### src/common/hit_pkg.sv
package hit_pkg;

    // signed fixed point, fraction width set per module by Q_BITS
    typedef logic signed [31:0] fixed_t;

    // full-width products and partial quotients
    typedef logic signed [63:0] wide_t;

    typedef struct packed {
        fixed_t x;
        fixed_t y;
        fixed_t z;
    } vec3_t;

    typedef struct packed {
        vec3_t normal;
        vec3_t v0;
        vec3_t origin;
        vec3_t dir;
    } hit_query_t;

    typedef enum logic [1:0] {
        IDLE,
        RUN,
        PUSH
    } div_state_t;

endpackage
### src/divider/fixed_divide.sv
`timescale 1ns/1ps

module fixed_divide #(
    parameter int Q_BITS = 16
) (
    input  logic            clock,
    input  logic            arst_n,
    input  hit_pkg::fixed_t dividend,
    input  hit_pkg::fixed_t divisor,
    input  logic            in_empty,
    output logic            in_rd_en,
    output hit_pkg::fixed_t quotient,
    output logic            out_empty,
    input  logic            out_rd_en
);

    localparam int STEPS = 32 + Q_BITS;
    localparam int CW    = $clog2(STEPS + 1);

    hit_pkg::div_state_t state;
    logic [CW-1:0]       count;
    logic [31:0]         dvd_mag, dvs_mag, dvs_q;
    hit_pkg::wide_t      num, quo, quo_signed;
    logic [32:0]         rem, rem_shift;
    logic                neg_q, neg_num, zero_q;
    hit_pkg::fixed_t     result;
    logic                push, out_full;

    assign dvd_mag = dividend[31] ? (~dividend + 32'd1) : dividend;
    assign dvs_mag = divisor[31] ? (~divisor + 32'd1) : divisor;

    assign in_rd_en  = (state == hit_pkg::IDLE) && !in_empty && !out_full;
    assign push      = (state == hit_pkg::PUSH);
    assign rem_shift = {rem[31:0], num[STEPS-1]};  // bring down next numerator bit

    always_ff @(posedge clock or negedge arst_n) begin
        if (!arst_n) begin
            state <= hit_pkg::IDLE;
            count <= '0;
        end else begin
            case (state)
                hit_pkg::IDLE: if (in_rd_en) begin
                    state <= hit_pkg::RUN;
                    count <= CW'(STEPS - 1);
                end
                hit_pkg::RUN: if (count == '0) begin
                    state <= hit_pkg::PUSH;
                end else begin
                    count <= count - 1'b1;
                end
                default: state <= hit_pkg::IDLE;
            endcase
        end
    end

    always_ff @(posedge clock) begin
        if (in_rd_en) begin
            num     <= hit_pkg::wide_t'(dvd_mag) << Q_BITS;  // pre-scale for Q result
            rem     <= '0;
            quo     <= '0;
            dvs_q   <= dvs_mag;
            neg_q   <= dividend[31] ^ divisor[31];
            neg_num <= dividend[31];
            zero_q  <= (divisor == '0);
        end else if (state == hit_pkg::RUN) begin
            num <= num << 1;
            if (rem_shift >= {1'b0, dvs_q}) begin
                rem <= rem_shift - {1'b0, dvs_q};
                quo <= {quo[62:0], 1'b1};
            end else begin
                rem <= rem_shift;
                quo <= {quo[62:0], 1'b0};
            end
        end
    end

    // sign fix, then saturate on divide by zero
    always_comb begin
        quo_signed = neg_q ? -quo : quo;
        if (zero_q) begin
            result = neg_num ? 32'sh8000_0001 : 32'sh7fff_ffff;
        end else begin
            result = quo_signed[31:0];
        end
    end

    vec_fifo #(
        .WIDTH     ($bits(hit_pkg::fixed_t)),
        .DEPTH     (4)
    ) u_quo_fifo (
        .clock     (clock),
        .arst_n    (arst_n),
        .wr_en     (push),
        .din       (result),
        .full      (out_full),
        .rd_en     (out_rd_en),
        .dout      (quotient),
        .empty     (out_empty)
    );

    // quotient lands a fixed latency after the operand pop
    assert property (@(posedge clock) disable iff (!arst_n)
        in_rd_en |-> ##(STEPS + 1) push)
        else $error("fixed_divide: quotient not pushed at fixed latency");

endmodule

### src/hdl/vec_fifo.sv
`timescale 1ns/1ps

module vec_fifo #(
    parameter int WIDTH = 32,
    parameter int DEPTH = 4
) (
    input  logic             clock,
    input  logic             arst_n,
    input  logic             wr_en,
    input  logic [WIDTH-1:0] din,
    output logic             full,
    input  logic             rd_en,
    output logic [WIDTH-1:0] dout,
    output logic             empty
);

    localparam int AW = (DEPTH > 1) ? $clog2(DEPTH) : 1;
    localparam int CW = $clog2(DEPTH + 1);

    logic [WIDTH-1:0] mem [DEPTH];
    logic [AW-1:0]    wr_ptr, rd_ptr;
    logic [CW-1:0]    count;
    logic             do_wr, do_rd;

    assign do_wr = wr_en && !full;
    assign do_rd = rd_en && !empty;

    assign full  = (count == CW'(DEPTH));
    assign empty = (count == '0);
    assign dout  = mem[rd_ptr];  // head word, fall-through

    always_ff @(posedge clock or negedge arst_n) begin
        if (!arst_n) begin
            wr_ptr <= '0;
            rd_ptr <= '0;
            count  <= '0;
        end else begin
            if (do_wr) begin
                wr_ptr <= (wr_ptr == AW'(DEPTH - 1)) ? '0 : wr_ptr + 1'b1;
            end
            if (do_rd) begin
                rd_ptr <= (rd_ptr == AW'(DEPTH - 1)) ? '0 : rd_ptr + 1'b1;
            end
            case ({do_wr, do_rd})
                2'b10:   count <= count + 1'b1;
                2'b01:   count <= count - 1'b1;
                default: count <= count;
            endcase
        end
    end

    always_ff @(posedge clock) begin
        if (do_wr) begin
            mem[wr_ptr] <= din;
        end
    end

    assert property (@(posedge clock) disable iff (!arst_n) wr_en |-> !full)
        else $error("vec_fifo: write while full");
    assert property (@(posedge clock) disable iff (!arst_n) rd_en |-> !empty)
        else $error("vec_fifo: read while empty");

endmodule

### config.mk
export PLATFORM = sky130hd
export DESIGN_NAME = fixed_divide
export DESIGN_NICKNAME = d
export VERILOG_FILES = /design/src/common/hit_pkg.sv /design/src/divider/fixed_divide.sv /design/src/hdl/vec_fifo.sv
export SDC_FILE = /design/constraint.sdc
export NUM_CORES = 1
export LEC_CHECK = 0
export ABC_CLOCK_PERIOD_IN_PS = 7170
export BUFFER_PORTS_ARGS = -buffer_cell sky130_fd_sc_hd__buf_2
export CORE_MARGIN = 8
export CORE_UTILIZATION = 45
export CTS_BUF_LIST = sky130_fd_sc_hd__clkbuf_4 sky130_fd_sc_hd__clkbuf_8
export DETAILED_ROUTE_END_ITERATION = 8
export SLEW_MARGIN = 30
export SYNTH_ARGS = -nofsm -noshare
export SYNTH_HDL_FRONTEND = slang
export SYNTH_SLANG_ARGS = --single-unit
### constraint.sdc
create_clock -name clock -period 7.17 [get_ports clock]
set_input_delay 0.3585 -clock clock [delete_from_list [all_inputs] [get_ports clock]]
set_output_delay 0.3585 -clock clock [all_outputs]
set_load 0.01 [all_outputs]
; ---- Yosys cells after proc, flatten, opt, wreduce, memory -nomap -nowiden
; Memory sizes are Yosys's and may differ from the RTL's.
; Cells that the tools add are included.
[word_totals]
inputBits = 68
wordCells = 73
reg_bits = 146
ram_bits = 128
memories = 1
out_inout_bits = 34
[op_classes]
mux = 20
add_sub_neg = 9
n_reduce_logical = 16
order_cmp = 1
eq_ne = 10
n_bitwise = 3
[mem_list]
columns = memory, depth, word_bits, rd, rd_ports_with_merged_regs, wr, line_no
row1 = u_quo_fifo.mem, 4, 32, 1, 0, 1, vec_fifo.sv:20  ; logic [WIDTH-1:0] mem [DEPTH];
[op_table]
columns = operator, count
row1 = 32-bit two-way mux, 5
row2 = 48-bit two-way mux, 2
row3 = "32-bit by 1-bit adder with 32-bit output, second input constant", 2
row4 = 32-bit inverter, 2
row5 = 33-bit by 32-bit >= comparator with 1-bit output, 1
row6 = 32-bit logical NOT, 1
row7 = 32-bit negator, 1
row8 = 32-bit subtractor, 1
row9 = 31-bit two-way mux, 1
row10 = 6-bit two-way mux, 2
row11 = 6-bit one-hot mux with 2 select lines, 1
row12 = "2-bit equality test, second input constant", 4
row13 = 2-bit two-way mux, 4
row14 = 6-bit logical NOT, 1
row15 = "2-bit inequality test, second input constant", 3
row16 = 3-bit one-hot mux with 2 select lines, 1
row17 = 2-bit nonzero test, 3
row18 = "6-bit by 1-bit subtractor with 6-bit output, second input constant", 1
row19 = "2-bit by 1-bit adder with 2-bit output, second input constant", 2
row20 = "2-bit by 1-bit equality test with 1-bit output, second input constant", 2
row21 = 1-bit logical AND, 4
row22 = 2-bit one-hot mux with 2 select lines, 1
row23 = "3-bit by 1-bit adder with 3-bit output, second input constant", 1
row24 = "3-bit equality test, second input constant", 1
row25 = 8 further kinds, 12

; ---- Logic depth before layout (Yosys ltp)
; Gate-level depths: netlist of the first run.
[logic_depth]
depth_word = 5
ltp_mapped = 13

; ---- Modules after synthesis
; A second synthesis of the first run with hierarchy kept.
[unflattened]
hier_cells = 1271
hier_area_um2 = 14229.9
[by_module_without_submodules]
columns = mod, n_inst, seq_area_each_um2, area_each_um2, cells_each
row1 = fixed_divide, 1, 3493.4, 9158.8, 1062
row2 = vec_fifo, 1, 4018.9, 5071.1, 209

; ---- Worst setup path after synthesis of the first run
; No wires, ideal clock.
[synth_path]
path_kind = register to register
startpoint = reg quo[0]
endpoint = mem u_quo_fifo.mem[0][28], data pin
stages_incl_launch_ff = 11
setup_ns = 0.285
path_buffers = 0
period_less_slack_ns = 3.059
arrival_ns = 2.774
setup_slack_ns = 4.111
path_cell_list = dfxtp_1 inv_1 ha_1 or3b_1 or2_1 or3_4 or3_1 or4_4 o31ai_4 xor2_1 a21oi_1
[synth_between]
elab_chain_cells = 3
[synth_rtl]
columns = element, line_no
row1 = start: declaration, fixed_divide.sv:23  ; hit_pkg::wide_t num, quo, quo_signed;
row2 = start signal: assignment, fixed_divide.sv:69  ; quo <= {quo[62:0], 1'b1};
row3 = start signal: assignment, fixed_divide.sv:72  ; quo <= {quo[62:0], 1'b0};
row4 = 32-bit negator, fixed_divide.sv:79  ; quo_signed = neg_q ? -quo : quo;
row5 = 32-bit two-way mux, fixed_divide.sv:79
row6 = 32-bit two-way mux, fixed_divide.sv:80  ; if (zero_q) begin
row7 = via result[28], fixed_divide.sv:26  ; hit_pkg::fixed_t result;
row8 = end: declaration, vec_fifo.sv:20
; The timed path passes the listed nets, and every way through them passes these cells.

; ---- Final worst setup path of the first run
[layout_path]
startpoint = reg u_quo_fifo.count[0]
endpoint = reg num[40], enable pin
[layout_between]
elab_chain_cells = 4
[layout_rtl]
columns = element, line_no
row1 = start: declaration, vec_fifo.sv:22  ; logic [CW-1:0] count;
row2 = start signal: assignment, vec_fifo.sv:45  ; 2'b10: count <= count + 1'b1;
row3 = start signal: assignment, vec_fifo.sv:46  ; 2'b01: count <= count - 1'b1;
row4 = start signal: assignment, vec_fifo.sv:47  ; default: count <= count;
row5 = 3-bit equality test, vec_fifo.sv:28  ; assign full = (count == CW'(DEPTH));
row6 = 1-bit logical NOT, fixed_divide.sv:32  ; assign in_rd_en = (state == hit_pkg::IDLE) && !in_empty && !out_full;
row7 = 1-bit logical AND, fixed_divide.sv:32
row8 = 2-bit nonzero test (no line), --
row9 = end signal: assignment, fixed_divide.sv:58  ; num <= hit_pkg::wide_t'(dvd_mag) << Q_BITS;
row10 = end signal: assignment, fixed_divide.sv:66  ; num <= num << 1;
row11 = end: declaration, fixed_divide.sv:23
; Every way passes these cells.
; A chain may end at the register's enable or synchronous reset.

==> impl_metrics.prom, run 1 <==
# TYPE chip_impl_metric gauge
chip_impl_metric{name="maximum_number_of_pins_on_one_net_before_global_route_repair",unit=""} 90
chip_impl_info{name="hold_start",value="divisor[22]"} 1
chip_impl_metric{name="ys_seq_elements",unit=""} 274
chip_impl_info{name="grt_setup_unrepaired",value="false"} 1
chip_impl_info{name="critical_path.endpoint_type",value="register"} 1
chip_impl_metric{name="timing.hold.ws",unit="ns"} 0.1067
chip_impl_metric{name="worst_pin_slew",unit="ns"} 0.9365
chip_impl_metric{name="critical_path_arrival",unit="ns"} 3.59
chip_impl_metric{name="die_width",unit="um"} 193.5
chip_impl_info{name="start_kind",value="register"} 1
chip_impl_metric{name="synth-warning-count",unit=""} 0
chip_impl_metric{name="async_flop_share",unit="%"} 5.474
chip_impl_info{name="regToRegEndpoint",value="num[40]"} 1
chip_impl_metric{name="multi_input_comb_area",unit="um^2"} 6208
chip_impl_metric{name="portBuffers",unit=""} 101
chip_impl_metric{name="max_clock_freq",unit="MHz"} 296.1
chip_impl_metric{name="cts_buffer_depth",unit=""} 3
chip_impl_info{name="outcome",value="finished, final reports clean"} 1
chip_impl_metric{name="mappedNetlistNets",unit=""} 1397
chip_impl_info{name="r2r-start",value="u_quo_fifo.count[0]"} 1
chip_impl_metric{name="global_route.usage.met2",unit="%"} 27.30
chip_impl_metric{name="setup_violations",unit=""} 0
chip_impl_metric{name="max-slew-margin-rel",unit="%"} 37.56
chip_impl_metric{name="synth_edf_count",unit=""} 195
chip_impl_metric{name="grt_util_met1",unit="%"} 21.42
chip_impl_metric{name="final_cell_area",unit="um^2"} 16010
chip_impl_metric{name="die_area",unit="um^2"} 37430
chip_impl_metric{name="wl_per_cell",unit="um"} 16.93
chip_impl_metric{name="ctsHtreeMaxLevel",unit=""} 2
chip_impl_metric{name="synthToLayoutAreaGrowth",unit="%"} 12.93
chip_impl_info{name="grt_busiest_layer",value="met2"} 1
chip_impl_metric{name="p_sw_share",unit="%"} 24.86
chip_impl_info{name="timing.critical_path.mode_cell",value="buf_4"} 1
chip_impl_metric{name="clkSinkCount",unit=""} 274
chip_impl_metric{name="floorplan.initialDensity",unit="%"} 45.27
chip_impl_metric{name="core.rowCount",unit=""} 65
chip_impl_metric{name="netlist_instances",unit=""} 1284
chip_impl_info{name="cts_tree",value="yes"} 1
chip_impl_metric{name="synth_sequential_area_ratio",unit="%"} 53.00
chip_impl_metric{name="finalCoreUtilization",unit="%"} 51.12
chip_impl_metric{name="count_of_unresolved_drc_violations_after_routing",unit=""} 0
chip_impl_metric{name="postRouteAntennaNets",unit=""} 0
chip_impl_metric{name="gpl_congestion",unit=""} 0.8841
chip_impl_info{name="cp_slowest_cell",value="buf_4"} 1
chip_impl_metric{name="syn_area_per_cell",unit="um^2"} 11.04
chip_impl_metric{name="vias",unit=""} 9966
chip_impl_metric{name="die_h",unit="um"} 193.5
chip_impl_metric{name="vias_per_cell",unit=""} 5.476
chip_impl_metric{name="groute.usage.overall",unit="%"} 16.32
chip_impl_metric{name="setup_tns",unit="ns"} 0
chip_impl_metric{name="worstPathRequired",unit="ns"} 7.38
chip_impl_metric{name="number_of_global_route_vias_before_repair",unit=""} 10070
chip_impl_metric{name="critical-path-max-stage-delay",unit="ns"} 0.65
chip_impl_metric{name="drt-total-wl",unit="um"} 30820
chip_impl_metric{name="timing.clock.skew",unit="ns"} 0.01949
chip_impl_metric{name="critical_path_buf_inv_count",unit=""} 6
chip_impl_metric{name="r2r_slack",unit="ns"} 3.79
chip_impl_metric{name="power.static_leakage",unit="nW"} 6.188
chip_impl_metric{name="finalHoldViolations",unit=""} 0
chip_impl_metric{name="power_spent_charging_and_discharging_nets",unit="mW"} 0.9107
chip_impl_metric{name="vdd.ir_drop.worst",unit="mV"} 0.1277
chip_impl_info{name="cp_cell_sequence",value="inv_1 -> a31oi_1 -> nand2_2 -> buf_4 -> inv_2 -> buf_4 -> nor2_1 -> inv_1 -> buf_4"} 1
chip_impl_info{name="synth_top_flop_cell",value="edfxtp_1"} 1
chip_impl_metric{name="power_report.internal_total",unit="mW"} 2.753
chip_impl_metric{name="cts_made_buffers",unit=""} 47
chip_impl_metric{name="timing_max_transition_violations_final",unit=""} 0
chip_impl_metric{name="hold-path-cell-count",unit=""} 2
chip_impl_info{name="worst_hold_path_endpoint",value="dvs_q[22]"} 1
chip_impl_info{name="cts-root-buf",value="clkbuf_8"} 1
chip_impl_metric{name="register_area",unit="um^2"} 7513
chip_impl_metric{name="finalPower",unit="mW"} 3.664
chip_impl_metric{name="maxCapViolCount",unit=""} 0
chip_impl_metric{name="reg2reg_depth",unit=""} 9
chip_impl_metric{name="cp_max_fo",unit=""} 89
chip_impl_metric{name="grt_remaining_overflow",unit=""} 0
chip_impl_metric{name="grt_use_met3",unit="%"} 2.950
chip_impl_metric{name="clock_latency",unit="ns"} 0.57
chip_impl_metric{name="power-per-cell-area",unit="nW/um^2"} 228.9
chip_impl_metric{name="clk_pin_slew",unit="ns"} 0.06
chip_impl_metric{name="drive_gt1_share",unit="%"} 17.35
chip_impl_info{name="critical_path.top_delay_family",value="buffers and inverters"} 1
chip_impl_metric{name="num-nets-final",unit=""} 1493
chip_impl_metric{name="min_period_over_period",unit="%"} 47.10
chip_impl_metric{name="period_needed",unit="ns"} 3.377
chip_impl_metric{name="io_pins",unit=""} 102
chip_impl_metric{name="core",unit="um^2"} 31310
chip_impl_metric{name="fillerInstances",unit=""} 2801
chip_impl_metric{name="dpl.hpwl",unit="um"} 20700
chip_impl_metric{name="num_antenna_cells",unit=""} 0
chip_impl_info{name="worstSetupPathType",value="register to register"} 1
chip_impl_metric{name="power_frac_clock",unit="%"} 38.3
chip_impl_metric{name="drt_pass1_iterations",unit=""} 6
chip_impl_metric{name="grt_pass1_wl",unit="um"} 51330
chip_impl_metric{name="antenna_violations_before_repair",unit=""} 1
chip_impl_metric{name="combPwrFrac",unit="%"} 15.1
chip_impl_metric{name="summed_instance_area_of_the_synthesized_netlist",unit="um^2"} 14170
chip_impl_metric{name="sequential_cell_fraction_of_total_power",unit="%"} 46.6
chip_impl_metric{name="post_cts_resize_count",unit=""} 0
chip_impl_metric{name="synth_cell_types",unit=""} 68
chip_impl_metric{name="number_of_drc_markers_in_iteration_0",unit=""} 500
chip_impl_info{name="holdCritPathClass",value="input pin to register"} 1
chip_impl_metric{name="placed_cell_area",unit="um^2"} 15030
[cell usage in the layout (no fill, tap or decap), types with 22 or more instances in the layout]
master    synthesis  routed
mux4_2           32      32
inv_1            53      53
xor2_1           61      61
a21oi_1          66      66
xnor2_1          60      60
ha_1             43      43
a21o_1           22      22
o21ai_0         123     123
buf_2             3     101
edfxtp_1        195     195
dfxtp_1          64      64
o31ai_1          27      27
nor2_1           34      33
clkbuf_8          0      53
nand2_1         174     173
[state kept, by name, summed over array words and instances (netlist names)]
| name | cells |
|---|---|
| u_quo_fifo.mem | 128 |
| dvs_q | 32 |
| num | 32 |
| quo | 32 |
| rem | 32 |
| count | 6 |
| u_quo_fifo.count | 3 |
| state | 2 |
| u_quo_fifo.rd_ptr | 2 |
| u_quo_fifo.wr_ptr | 2 |
| neg_num | 1 |
| neg_q | 1 |
| zero_q | 1 |
[worst register-to-register path: stages, from the launching register on]
cell and delay (ns):
dfrtp_1 0.38, inv_1 0.09, a31oi_1 0.41, nand2_2 0.07
buf_4 0.38, inv_2 0.13, buf_4 0.65, nor2_1 0.42
inv_1 0.13, buf_4 0.37
[kinds of logic (layout without fill, tap and decap cells)]
kind of cell,count (synthesis),after routing,share of synthesized area [%]
muxes,51,51,6.444
adders and majority gates,45,45,4.078
xor gates and xnor gates,121,121,7.477
DFF,274,274,53.00
and+or+nand+nor,351,351,11.92
buffers and inverters,123,257,3.284
AOI/OAI and AO/OA,319,319,13.80
[per-layer routing]
metal / routed length [um] / up-vias
li1: - / 4938
met1: 14520 / 4763
met2: 14410 / 208
met3: 1269 / 55
met4: 603 / 2
met5: 12 / -
[timing repair]
item                                   4_1_cts  5_1_grt
setup buffers                                0        0
endpoints found under the hold margin       16        0
hold buffers                                 2        0
[Yosys cell counts (32+ instances only)]
| master | instances | area share [%] |
|---|---|---|
| clkbuf_1 | 60 | 1.6 |
| a21oi_1 | 66 | 2.3 |
| xor2_1 | 61 | 3.8 |
| inv_1 | 53 | 1.4 |
| xnor2_1 | 60 | 3.7 |
| mux4_2 | 32 | 5.1 |
| nor2_1 | 34 | 0.90 |
| nand2_1 | 174 | 4.6 |
| dfxtp_1 | 64 | 9.0 |
| edfxtp_1 | 195 | 41 |
| o21ai_0 | 123 | 4.3 |
| ha_1 | 43 | 3.8 |
[power by group through the flow]
stage / clock (mW) / sequential (mW) / combinational, mW
2_1_floorplan: 0 / 1.74 / 0.378
3_3_place_gp: 0 / 1.74 / 0.565
3_5_place_dp: 0 / 1.74 / 0.572
4_1_cts: 1.46 / 1.71 / 0.574
5_1_grt: 1.52 / 1.71 / 0.614
6_report: 1.40 / 1.71 / 0.555
[worst max path at each step]
stage | from | endpoint | slack, ns | cells past startpoint
after floorplan | quo[0] | u_quo_fifo.mem[0][28] | 4.11 | 10
after global placement | dvs_q[19] | rem[0] | 3.64 | 10
after detailed placement | dvs_q[19] | rem[0] | 3.52 | 10
after CTS | dvs_q[19] | rem[0] | 3.51 | 10
after global routing | u_quo_fifo.count[0] | num[20] | 3.42 | 9
final | u_quo_fifo.count[0] | num[40] | 3.79 | 9
[per-stage QoR]
step           cells  worst slack (ns)
2_1_floorplan   1284             4.111
4_1_cts         1820             3.506
6_report        1820             3.793
3_5_place_dp    1731             3.517
5_1_grt         1820             3.421
3_3_place_gp    1731             3.639
[final cells by class]
cell class,instances,share of cell area (%)
Timing Repair Buffer,116,3.893
Multi-Input combinational cell,887,38.79
Inverter,54,1.266
Clock inverter,14,0.4768
Sequential cell,274,46.94
Tap cell,402,3.142
Clock buffer,73,5.495
No activity file was read; power rests on OpenSTA's default activity.
==> inputs of run 2 (changes only) <==
--- a/config.mk
+++ b/config.mk
@@ -5,7 +5,8 @@
 export SDC_FILE = /design/constraint.sdc
 export NUM_CORES = 1
 export LEC_CHECK = 0
-export ABC_CLOCK_PERIOD_IN_PS = 7170
+export ABC_AREA = 1
+export ABC_CLOCK_PERIOD_IN_PS = 3400
 export BUFFER_PORTS_ARGS = -buffer_cell sky130_fd_sc_hd__buf_2
 export CORE_MARGIN = 8
 export CORE_UTILIZATION = 45
==> constraint.sdc (replaced) <==
create_clock -name clock -period 3.4 [get_ports clock]
set_input_delay 0.17 -clock clock [delete_from_list [all_inputs] [get_ports clock]]
set_output_delay 0.17 -clock clock [all_outputs]
set_load 0.01 [all_outputs]
==> run 2 against run 1 <==
Compared with the run above:
- die area grew 11%
- non-clock buffer count grew 57
- final cell count is 44% higher
- sequential power grew to 3.0 times the previous value
- combinational power grew to 13 times the previous value
- via count rose by 33%
- synthesized cell count up 53%
- cell area rose by 15%
- largest cell class unchanged
- critical endpoint is now in_rd_en
==> impl_metrics.prom, run 2 <==
# TYPE chip_impl_metric gauge
chip_impl_info{name="outcome",value="finished, final reports clean"} 1
chip_impl_info{name="cts_tree",value="yes"} 1
chip_impl_metric{name="number_of_global_route_vias_before_repair",unit=""} 13060
chip_impl_info{name="start_kind",value="register"} 1
chip_impl_metric{name="maximum_number_of_pins_on_one_net_before_global_route_repair",unit=""} 67
chip_impl_metric{name="clkSinkCount",unit=""} 274
chip_impl_metric{name="ys_seq_elements",unit=""} 274
chip_impl_info{name="layout_common_cells",value="nand2_1, inv_1, nor2_1"} 1
chip_impl_metric{name="postRouteAntennaNets",unit=""} 0
chip_impl_metric{name="post_cts_hold_buffer_count",unit=""} 49
chip_impl_metric{name="vias_per_cell",unit=""} 5.061
chip_impl_metric{name="syn_area_per_cell",unit="um^2"} 8.076
chip_impl_metric{name="pre_cts_ws",unit="ns"} 0.8751
chip_impl_info{name="r2r-start",value="dvs_q[3]"} 1
chip_impl_info{name="highest_layer",value="met4"} 1
chip_impl_metric{name="grt_pass1_wl",unit="um"} 65160
chip_impl_metric{name="power.static_leakage",unit="nW"} 8.434
chip_impl_metric{name="synth_edf_count",unit=""} 195
chip_impl_metric{name="io_pins",unit=""} 102
chip_impl_metric{name="number_of_drc_markers_in_iteration_0",unit=""} 707
chip_impl_info{name="holdCritPathClass",value="input pin to asynchronous set/reset pin"} 1
chip_impl_metric{name="mappedNetlistNets",unit=""} 2081
chip_impl_metric{name="core",unit="um^2"} 35140
chip_impl_metric{name="post_cts_resize_count",unit=""} 0
chip_impl_info{name="grt_setup_unrepaired",value="false"} 1
chip_impl_metric{name="die_area",unit="um^2"} 41590
chip_impl_metric{name="num_antenna_cells",unit=""} 0
chip_impl_metric{name="vias",unit=""} 13270
chip_impl_metric{name="sequential_cell_fraction_of_total_power",unit="%"} 33.2
chip_impl_metric{name="synthDominantCellAreaShare",unit="%"} 36.84
chip_impl_info{name="worstSetupPathType",value="register to primary output"} 1
chip_impl_metric{name="final_setup_margin",unit="ns"} 0.7748
chip_impl_info{name="synthMostInstantiatedCell",value="nand2_1"} 1
chip_impl_metric{name="synth_sequential_area_ratio",unit="%"} 47.26
chip_impl_metric{name="final-instance-count-excl-fill",unit=""} 2622
chip_impl_info{name="critical_path.endpoint_type",value="primary output"} 1
chip_impl_metric{name="vdd.ir_drop.worst",unit="mV"} 0.3449
chip_impl_metric{name="cp_max_fo",unit=""} 39
chip_impl_metric{name="async_flop_share",unit="%"} 5.474
chip_impl_info{name="regMostFlops",value="u_quo_fifo.mem"} 1
chip_impl_info{name="post_synth_main_area_contributors",value="edfxtp_1, nand2_1, dfxtp_1"} 1
chip_impl_metric{name="met3_wirelength",unit="um"} 1742
chip_impl_metric{name="worst_pin_slew",unit="ns"} 0.7682
chip_impl_metric{name="drt-total-wl",unit="um"} 39830
chip_impl_metric{name="count_of_unresolved_drc_violations_after_routing",unit=""} 0
chip_impl_metric{name="timing.hold.ws",unit="ns"} 0.04128
chip_impl_metric{name="power_report.internal_total",unit="mW"} 8.870
chip_impl_metric{name="clk_pin_slew",unit="ns"} 0.06
chip_impl_info{name="post-synth-top-area-cell",value="edfxtp_1"} 1
chip_impl_metric{name="cts_setup_buffers",unit=""} 0
chip_impl_metric{name="finalPower",unit="mW"} 15.38
chip_impl_metric{name="max_clock_freq",unit="MHz"} 380.9
chip_impl_metric{name="timing.clock.skew",unit="ns"} 0.01861
chip_impl_info{name="layout_commonest_cell",value="nand2_1"} 1
chip_impl_metric{name="p_sw_share",unit="%"} 42.32
chip_impl_metric{name="netlist_instances",unit=""} 1968
chip_impl_metric{name="power_frac_clock",unit="%"} 20.8
chip_impl_metric{name="synth-warning-count",unit=""} 0
chip_impl_metric{name="floorplan.initialDensity",unit="%"} 45.23
chip_impl_metric{name="core.rowCount",unit=""} 69
chip_impl_metric{name="max-slew-margin-rel",unit="%"} 48.73
chip_impl_metric{name="largest_reg_flops",unit=""} 128
chip_impl_info{name="synth_top_flop_cell",value="edfxtp_1"} 1
chip_impl_info{name="commonest_cells_post_synth",value="nand2_1, inv_1, nor2_1"} 1
chip_impl_metric{name="cts_made_buffers",unit=""} 48
chip_impl_metric{name="synth_cell_types",unit=""} 51
chip_impl_metric{name="finalHoldViolations",unit=""} 0
chip_impl_metric{name="synthToLayoutAreaGrowth",unit="%"} 15.55
chip_impl_metric{name="portBuffers",unit=""} 101
chip_impl_metric{name="clock_latency",unit="ns"} 0.58
chip_impl_metric{name="grt_remaining_overflow",unit=""} 0
chip_impl_metric{name="drt_pass1_iterations",unit=""} 5
chip_impl_metric{name="cts_buffer_depth",unit=""} 3
chip_impl_metric{name="groute.usage.overall",unit="%"} 19.05
chip_impl_info{name="startpoint",value="u_quo_fifo.count[2]"} 1
chip_impl_metric{name="wl_per_cell",unit="um"} 15.19
chip_impl_metric{name="critical_path_arrival",unit="ns"} 2.46
chip_impl_metric{name="maxCapViolCount",unit=""} 0
chip_impl_metric{name="antenna_violations_before_repair",unit=""} 0
chip_impl_metric{name="setup_violations",unit=""} 0
chip_impl_metric{name="combPwrFrac",unit="%"} 46.0
chip_impl_metric{name="die_width",unit="um"} 203.9
chip_impl_metric{name="timing_max_transition_violations_final",unit=""} 0
chip_impl_metric{name="setup_tns",unit="ns"} 0
chip_impl_metric{name="power_spent_charging_and_discharging_nets",unit="mW"} 6.508
chip_impl_metric{name="gpl_congestion",unit=""} 0.9367
chip_impl_metric{name="num-nets-final",unit=""} 2235
chip_impl_metric{name="min_period_over_period",unit="%"} 77.21
chip_impl_metric{name="met2_length",unit="um"} 19350
chip_impl_metric{name="period_needed",unit="ns"} 2.625
chip_impl_metric{name="reg2reg_depth",unit=""} 16
chip_impl_metric{name="worstPathRequired",unit="ns"} 3.23
chip_impl_metric{name="dpl.hpwl",unit="um"} 28090
chip_impl_metric{name="power-per-cell-area",unit="nW/um^2"} 837.3
chip_impl_metric{name="die_h",unit="um"} 203.9
chip_impl_metric{name="drive_gt1_share",unit="%"} 13.42
chip_impl_metric{name="summed_instance_area_of_the_synthesized_netlist",unit="um^2"} 15890
chip_impl_metric{name="wl_met1",unit="um"} 18000
chip_impl_metric{name="ctsHtreeMaxLevel",unit=""} 2
chip_impl_metric{name="dp_cells",unit=""} 2484
chip_impl_info{name="cts-root-buf",value="clkbuf_8"} 1
## run 2: cell types whose count changed after synthesis, sizes merged, moves of 21 or more
cell,previous run,this run
a22oi,2,31
a21oi,66,45
mux4,32,0
nand2,174,457
nand4,9,45
o31ai,28,7
nand3,20,149
xnor2,60,12
nor2,34,233
o22ai,1,33
inv,53,299
## run 2: logic make-up after synthesis
kind of cell | synth area share, %
DFF | 47.26
adders and majority gates | 3.637
xor gates and xnor gates | 3.306
buffers and inverters | 9.124
and+or+nand+nor | 26.32
AOI/OAI and AO/OA | 10.35
## run 2: layer usage
| layer | track usage (%) | vias to the layer above |
|---|---|---|
| met2 | 33.40 | 246 |
| met5 | 0 | - |
| met3 | 3.313 | 52 |
| met4 | 4.988 | 0 |
| met1 | 23.97 | 6137 |
| li1 | - | 6835 |
## run 2: power by group through the flow
stage / clock network [mW] / logic [mW] / registers (mW)
after detailed placement: 0 / 7.09 / 5.15
after floorplan: 0 / 5.39 / 5.00
after global placement: 0 / 6.99 / 5.14
after global routing: 3.43 / 8.12 / 5.20
after CTS: 3.30 / 7.15 / 5.10
final: 3.20 / 7.07 / 5.11
## run 2: per-stage QoR
| step | instance area (um^2) | utilization, % |
|---|---|---|
| floorplan | 15890 | - |
| CTS | 18370 | 52.27 |
| finish | 18370 | 52.27 |
| global placement | 16840 | 47.92 |
| global route | 18370 | 52.27 |
| detailed placement | 16840 | 47.92 |
## run 2: area by class of cell
type | count | area (um^2)
sequential | 274 | 7513
tap | 461 | 576.8
clock inverter | 13 | 96.34
clock buffer | 76 | 939.7
inverter | 300 | 1126
timing repair buffer | 173 | 1169
multi-input combinational | 1325 | 6944
fill | 3382 | 16770
## run 2: final timing paths
path                                   endpoint  slack (ns)
setup / recovery                       in_rd_en        0.77
hold / removal             u_quo_fifo.rd_ptr[1]        0.04
setup reg to reg                         quo[0]        0.88
hold reg to reg                         rem[31]        0.48
max in group asynchronous  u_quo_fifo.rd_ptr[0]        3.07
min in group clock                    dvs_q[29]        0.04
## run 2: critical path, stage by stage, from the launching register on
cell,delay (ns)
dfrtp_1,0.37
inv_1,0.08
nor3_1,0.07
nor2_1,0.11
nand2_2,0.13
inv_2,0.09
buf_4,0.44
buf_4,0.37
buf_2,0.19
==> inputs of run 3 (changes only) <==
--- a/config.mk
+++ b/config.mk
@@ -6,7 +6,7 @@
 export NUM_CORES = 1
 export LEC_CHECK = 0
 export ABC_AREA = 1
-export ABC_CLOCK_PERIOD_IN_PS = 3400
+export ABC_CLOCK_PERIOD_IN_PS = 2180
 export BUFFER_PORTS_ARGS = -buffer_cell sky130_fd_sc_hd__buf_2
 export CORE_MARGIN = 8
 export CORE_UTILIZATION = 45
==> constraint.sdc (replaced) <==
create_clock -name clock -period 2.18 [get_ports clock]
set_input_delay 0.109 -clock clock [delete_from_list [all_inputs] [get_ports clock]]
set_output_delay 0.109 -clock clock [all_outputs]
set_load 0.01 [all_outputs]
==> run 3 against run 2 <==
Compared with the run above:
- setup slack lost 0.72 ns
- register-to-register slack lost 0.82 ns
- first-iteration DRC count grew 20%
- largest cell class is now multi-input combinational cells
- highest routed layer unchanged
==> impl_metrics.prom, run 3 (synthesis results as in run 2) <==
# TYPE chip_impl_metric gauge
chip_impl_metric{name="grt_pass1_wl",unit="um"} 66300
chip_impl_metric{name="drt_pass1_iterations",unit=""} 7
chip_impl_metric{name="num-nets-final",unit=""} 2322
chip_impl_metric{name="grt_util_met1",unit="%"} 24.75
chip_impl_metric{name="dpl.hpwl",unit="um"} 29000
chip_impl_metric{name="postRouteAntennaNets",unit=""} 0
chip_impl_metric{name="worst_pin_slew",unit="ns"} 0.7581
chip_impl_metric{name="wl_per_cell",unit="um"} 15.50
chip_impl_metric{name="dp_cells",unit=""} 2545
chip_impl_metric{name="timing.hold.ws",unit="ns"} 0.05304
chip_impl_metric{name="clkSinkCount",unit=""} 274
chip_impl_metric{name="largest_reg_flops",unit=""} 128
chip_impl_metric{name="finalPower",unit="mW"} 26.71
chip_impl_info{name="grt_setup_unrepaired",value="true"} 1
chip_impl_metric{name="max_clock_freq",unit="MHz"} 471.0
chip_impl_metric{name="final-instance-count-excl-fill",unit=""} 2709
chip_impl_info{name="r2r-start",value="rem[10]"} 1
chip_impl_info{name="outcome",value="finished, final reports clean"} 1
chip_impl_info{name="cp_cell_sequence",value="ha_2 -> nand2_1 -> nor2_1 -> inv_1 -> nor2_1 -> nand3b_1 -> nand3_1 -> nand3_1 -> nand3_1 -> nand3_1 -> nand2_1 -> nand2_1"} 1
chip_impl_metric{name="die_area",unit="um^2"} 41590
chip_impl_info{name="worst_hold_path_endpoint",value="num[20]"} 1
chip_impl_metric{name="setup_tns",unit="ns"} 0
chip_impl_info{name="cp_slowest_cell",value="ha_2"} 1
chip_impl_info{name="hold_start",value="dividend[4]"} 1
chip_impl_info{name="layout_common_cells",value="nand2_1, inv_1, nor2_1"} 1
chip_impl_metric{name="grt_use_met3",unit="%"} 3.202
chip_impl_info{name="regToRegEndpoint",value="rem[27]"} 1
chip_impl_info{name="critical_path.endpoint_type",value="register"} 1
chip_impl_metric{name="min_period_over_period",unit="%"} 97.39
chip_impl_metric{name="gpl_congestion",unit=""} 0.9314
chip_impl_metric{name="power.static_leakage",unit="nW"} 9.000
chip_impl_info{name="critical_path.top_delay_family",value="simple AND/OR/NAND/NOR gates"} 1
chip_impl_metric{name="r2r_slack",unit="ns"} 0.06
chip_impl_metric{name="vdd.ir_drop.worst",unit="mV"} 0.5710
chip_impl_metric{name="floorplan.initialDensity",unit="%"} 45.23
chip_impl_info{name="timing.critical_path.mode_cell",value="nand3_1"} 1
chip_impl_metric{name="core",unit="um^2"} 35140
chip_impl_info{name="cts_tree",value="yes"} 1
chip_impl_metric{name="vias_per_cell",unit=""} 5.142
chip_impl_metric{name="timing_max_transition_violations_final",unit=""} 0
chip_impl_metric{name="antenna_violations_before_repair",unit=""} 0
chip_impl_info{name="grt_busiest_layer",value="met2"} 1
chip_impl_metric{name="timing.clock.skew",unit="ns"} 0.03436
chip_impl_info{name="holdCritPathClass",value="input pin to register"} 1
chip_impl_info{name="regMostFlops",value="u_quo_fifo.mem"} 1
chip_impl_metric{name="io_pins",unit=""} 102
chip_impl_metric{name="clock_latency",unit="ns"} 0.58
chip_impl_metric{name="critical_path_buf_inv_count",unit=""} 1
chip_impl_metric{name="drive_gt1_share",unit="%"} 21.50
chip_impl_metric{name="power-per-cell-area",unit="nW/um^2"} 1337
chip_impl_metric{name="die_h",unit="um"} 203.9
chip_impl_metric{name="grt_remaining_overflow",unit=""} 0
chip_impl_metric{name="count_of_unresolved_drc_violations_after_routing",unit=""} 0
chip_impl_info{name="cts-root-buf",value="clkbuf_8"} 1
chip_impl_metric{name="synthToLayoutAreaGrowth",unit="%"} 25.72
chip_impl_metric{name="worstPathRequired",unit="ns"} 2.64
chip_impl_metric{name="cts_buffer_depth",unit=""} 3
chip_impl_info{name="startpoint",value="rem[10]"} 1
chip_impl_metric{name="reg2reg_depth",unit=""} 12
chip_impl_metric{name="global_route.usage.met2",unit="%"} 32.94
chip_impl_metric{name="period_needed",unit="ns"} 2.123
chip_impl_metric{name="finalHoldViolations",unit=""} 0
chip_impl_metric{name="hold-path-cell-count",unit=""} 4
chip_impl_metric{name="vias",unit=""} 13930
chip_impl_metric{name="core.rowCount",unit=""} 69
chip_impl_metric{name="ctsHtreeMaxLevel",unit=""} 2
chip_impl_info{name="worstSetupPathType",value="register to register"} 1
chip_impl_metric{name="number_of_global_route_vias_before_repair",unit=""} 13270
chip_impl_metric{name="max-slew-margin-rel",unit="%"} 49.29
chip_impl_metric{name="groute.usage.overall",unit="%"} 19.21
chip_impl_metric{name="setup_violations",unit=""} 0
chip_impl_metric{name="die_width",unit="um"} 203.9
chip_impl_metric{name="portBuffers",unit=""} 101
chip_impl_metric{name="maximum_number_of_pins_on_one_net_before_global_route_repair",unit=""} 58
chip_impl_metric{name="critical_path_arrival",unit="ns"} 2.58
chip_impl_metric{name="clk_pin_slew",unit="ns"} 0.06
chip_impl_metric{name="number_of_drc_markers_in_iteration_0",unit=""} 847
chip_impl_metric{name="critical-path-max-stage-delay",unit="ns"} 0.39
chip_impl_metric{name="drt-total-wl",unit="um"} 41980
chip_impl_metric{name="maxCapViolCount",unit=""} 0
chip_impl_metric{name="final_cell_area",unit="um^2"} 19980
chip_impl_info{name="layout_commonest_cell",value="nand2_1"} 1
chip_impl_metric{name="cp_max_fo",unit=""} 4
chip_impl_metric{name="cts_made_buffers",unit=""} 47
chip_impl_metric{name="placed_cell_area",unit="um^2"} 17470
chip_impl_info{name="start_kind",value="register"} 1
## run 3: final cells by class
type	instances	area, um^2
fill	3258	15160
multi-input combinational	1326	7645
sequential	274	7513
timing repair buffer	260	2111
inverter	300	1129
clock buffer	64	812.0
tap	461	576.8
clock inverter	23	192.7
antenna	1	2.502
## run 3: metrics by stage
step                      util, %  worst slack, ns
after floorplan                 -         -0.05806
after global placement      49.72         -0.03724
after detailed placement    49.72         -0.06138
after CTS                   54.50          0.01468
after global routing        56.86         -0.09593
final                       56.87          0.05689
## run 3: where the power goes
| group | internal (mW) | switching [mW] |
|---|---|---|
| logic | 5.58 | 8.13 |
| clock network | 2.79 | 2.12 |
| registers | 7.13 | 0.962 |
| total | 15.5 | 11.2 |
## run 3: worst register-to-register path, cell delays in order, from the launching register on
cell and delay, ns:
dfxtp_1 0.33, ha_2 0.40, nand2_1 0.13, nor2_1 0.18
inv_1 0.06, nor2_1 0.13, nand3b_1 0.18, nand3_1 0.17
nand3_1 0.13, nand3_1 0.10, nand3_1 0.09, nand2_1 0.08
nand2_1 0.05
## run 3: worst max-delay path by stage
stage / endpoint / slack (ns) / depth (start not counted)
after global routing: rem[27] / -0.1 / 12
after CTS: in_rd_en / 0.01 / 7
final: rem[27] / 0.06 / 12
after floorplan: u_quo_fifo.mem[0][0] / -0.06 / 5
after global placement: rem[10] / -0.04 / 13
after detailed placement: rem[2] / -0.06 / 12
## run 3: layer usage
layer  share of wire [%]  wire length, um  up-vias
met5                   0                0        -
met4                 2.1              866        0
li1                    -                -     7010
met1                  45            18760     6539
met3                 4.8             2014       59
met2                  48            20340      323
## run 3: repair_timing
action / in CTS / in global routing
endpoints found under the setup margin: 39 / 73
endpoints found under the hold margin: 78 / 1
pin swaps: 1 / 34
hold buffers: 62 / 1
gates resized for setup: 14 / 146
gates cloned: 0 / 4
setup buffers: 1 / 9
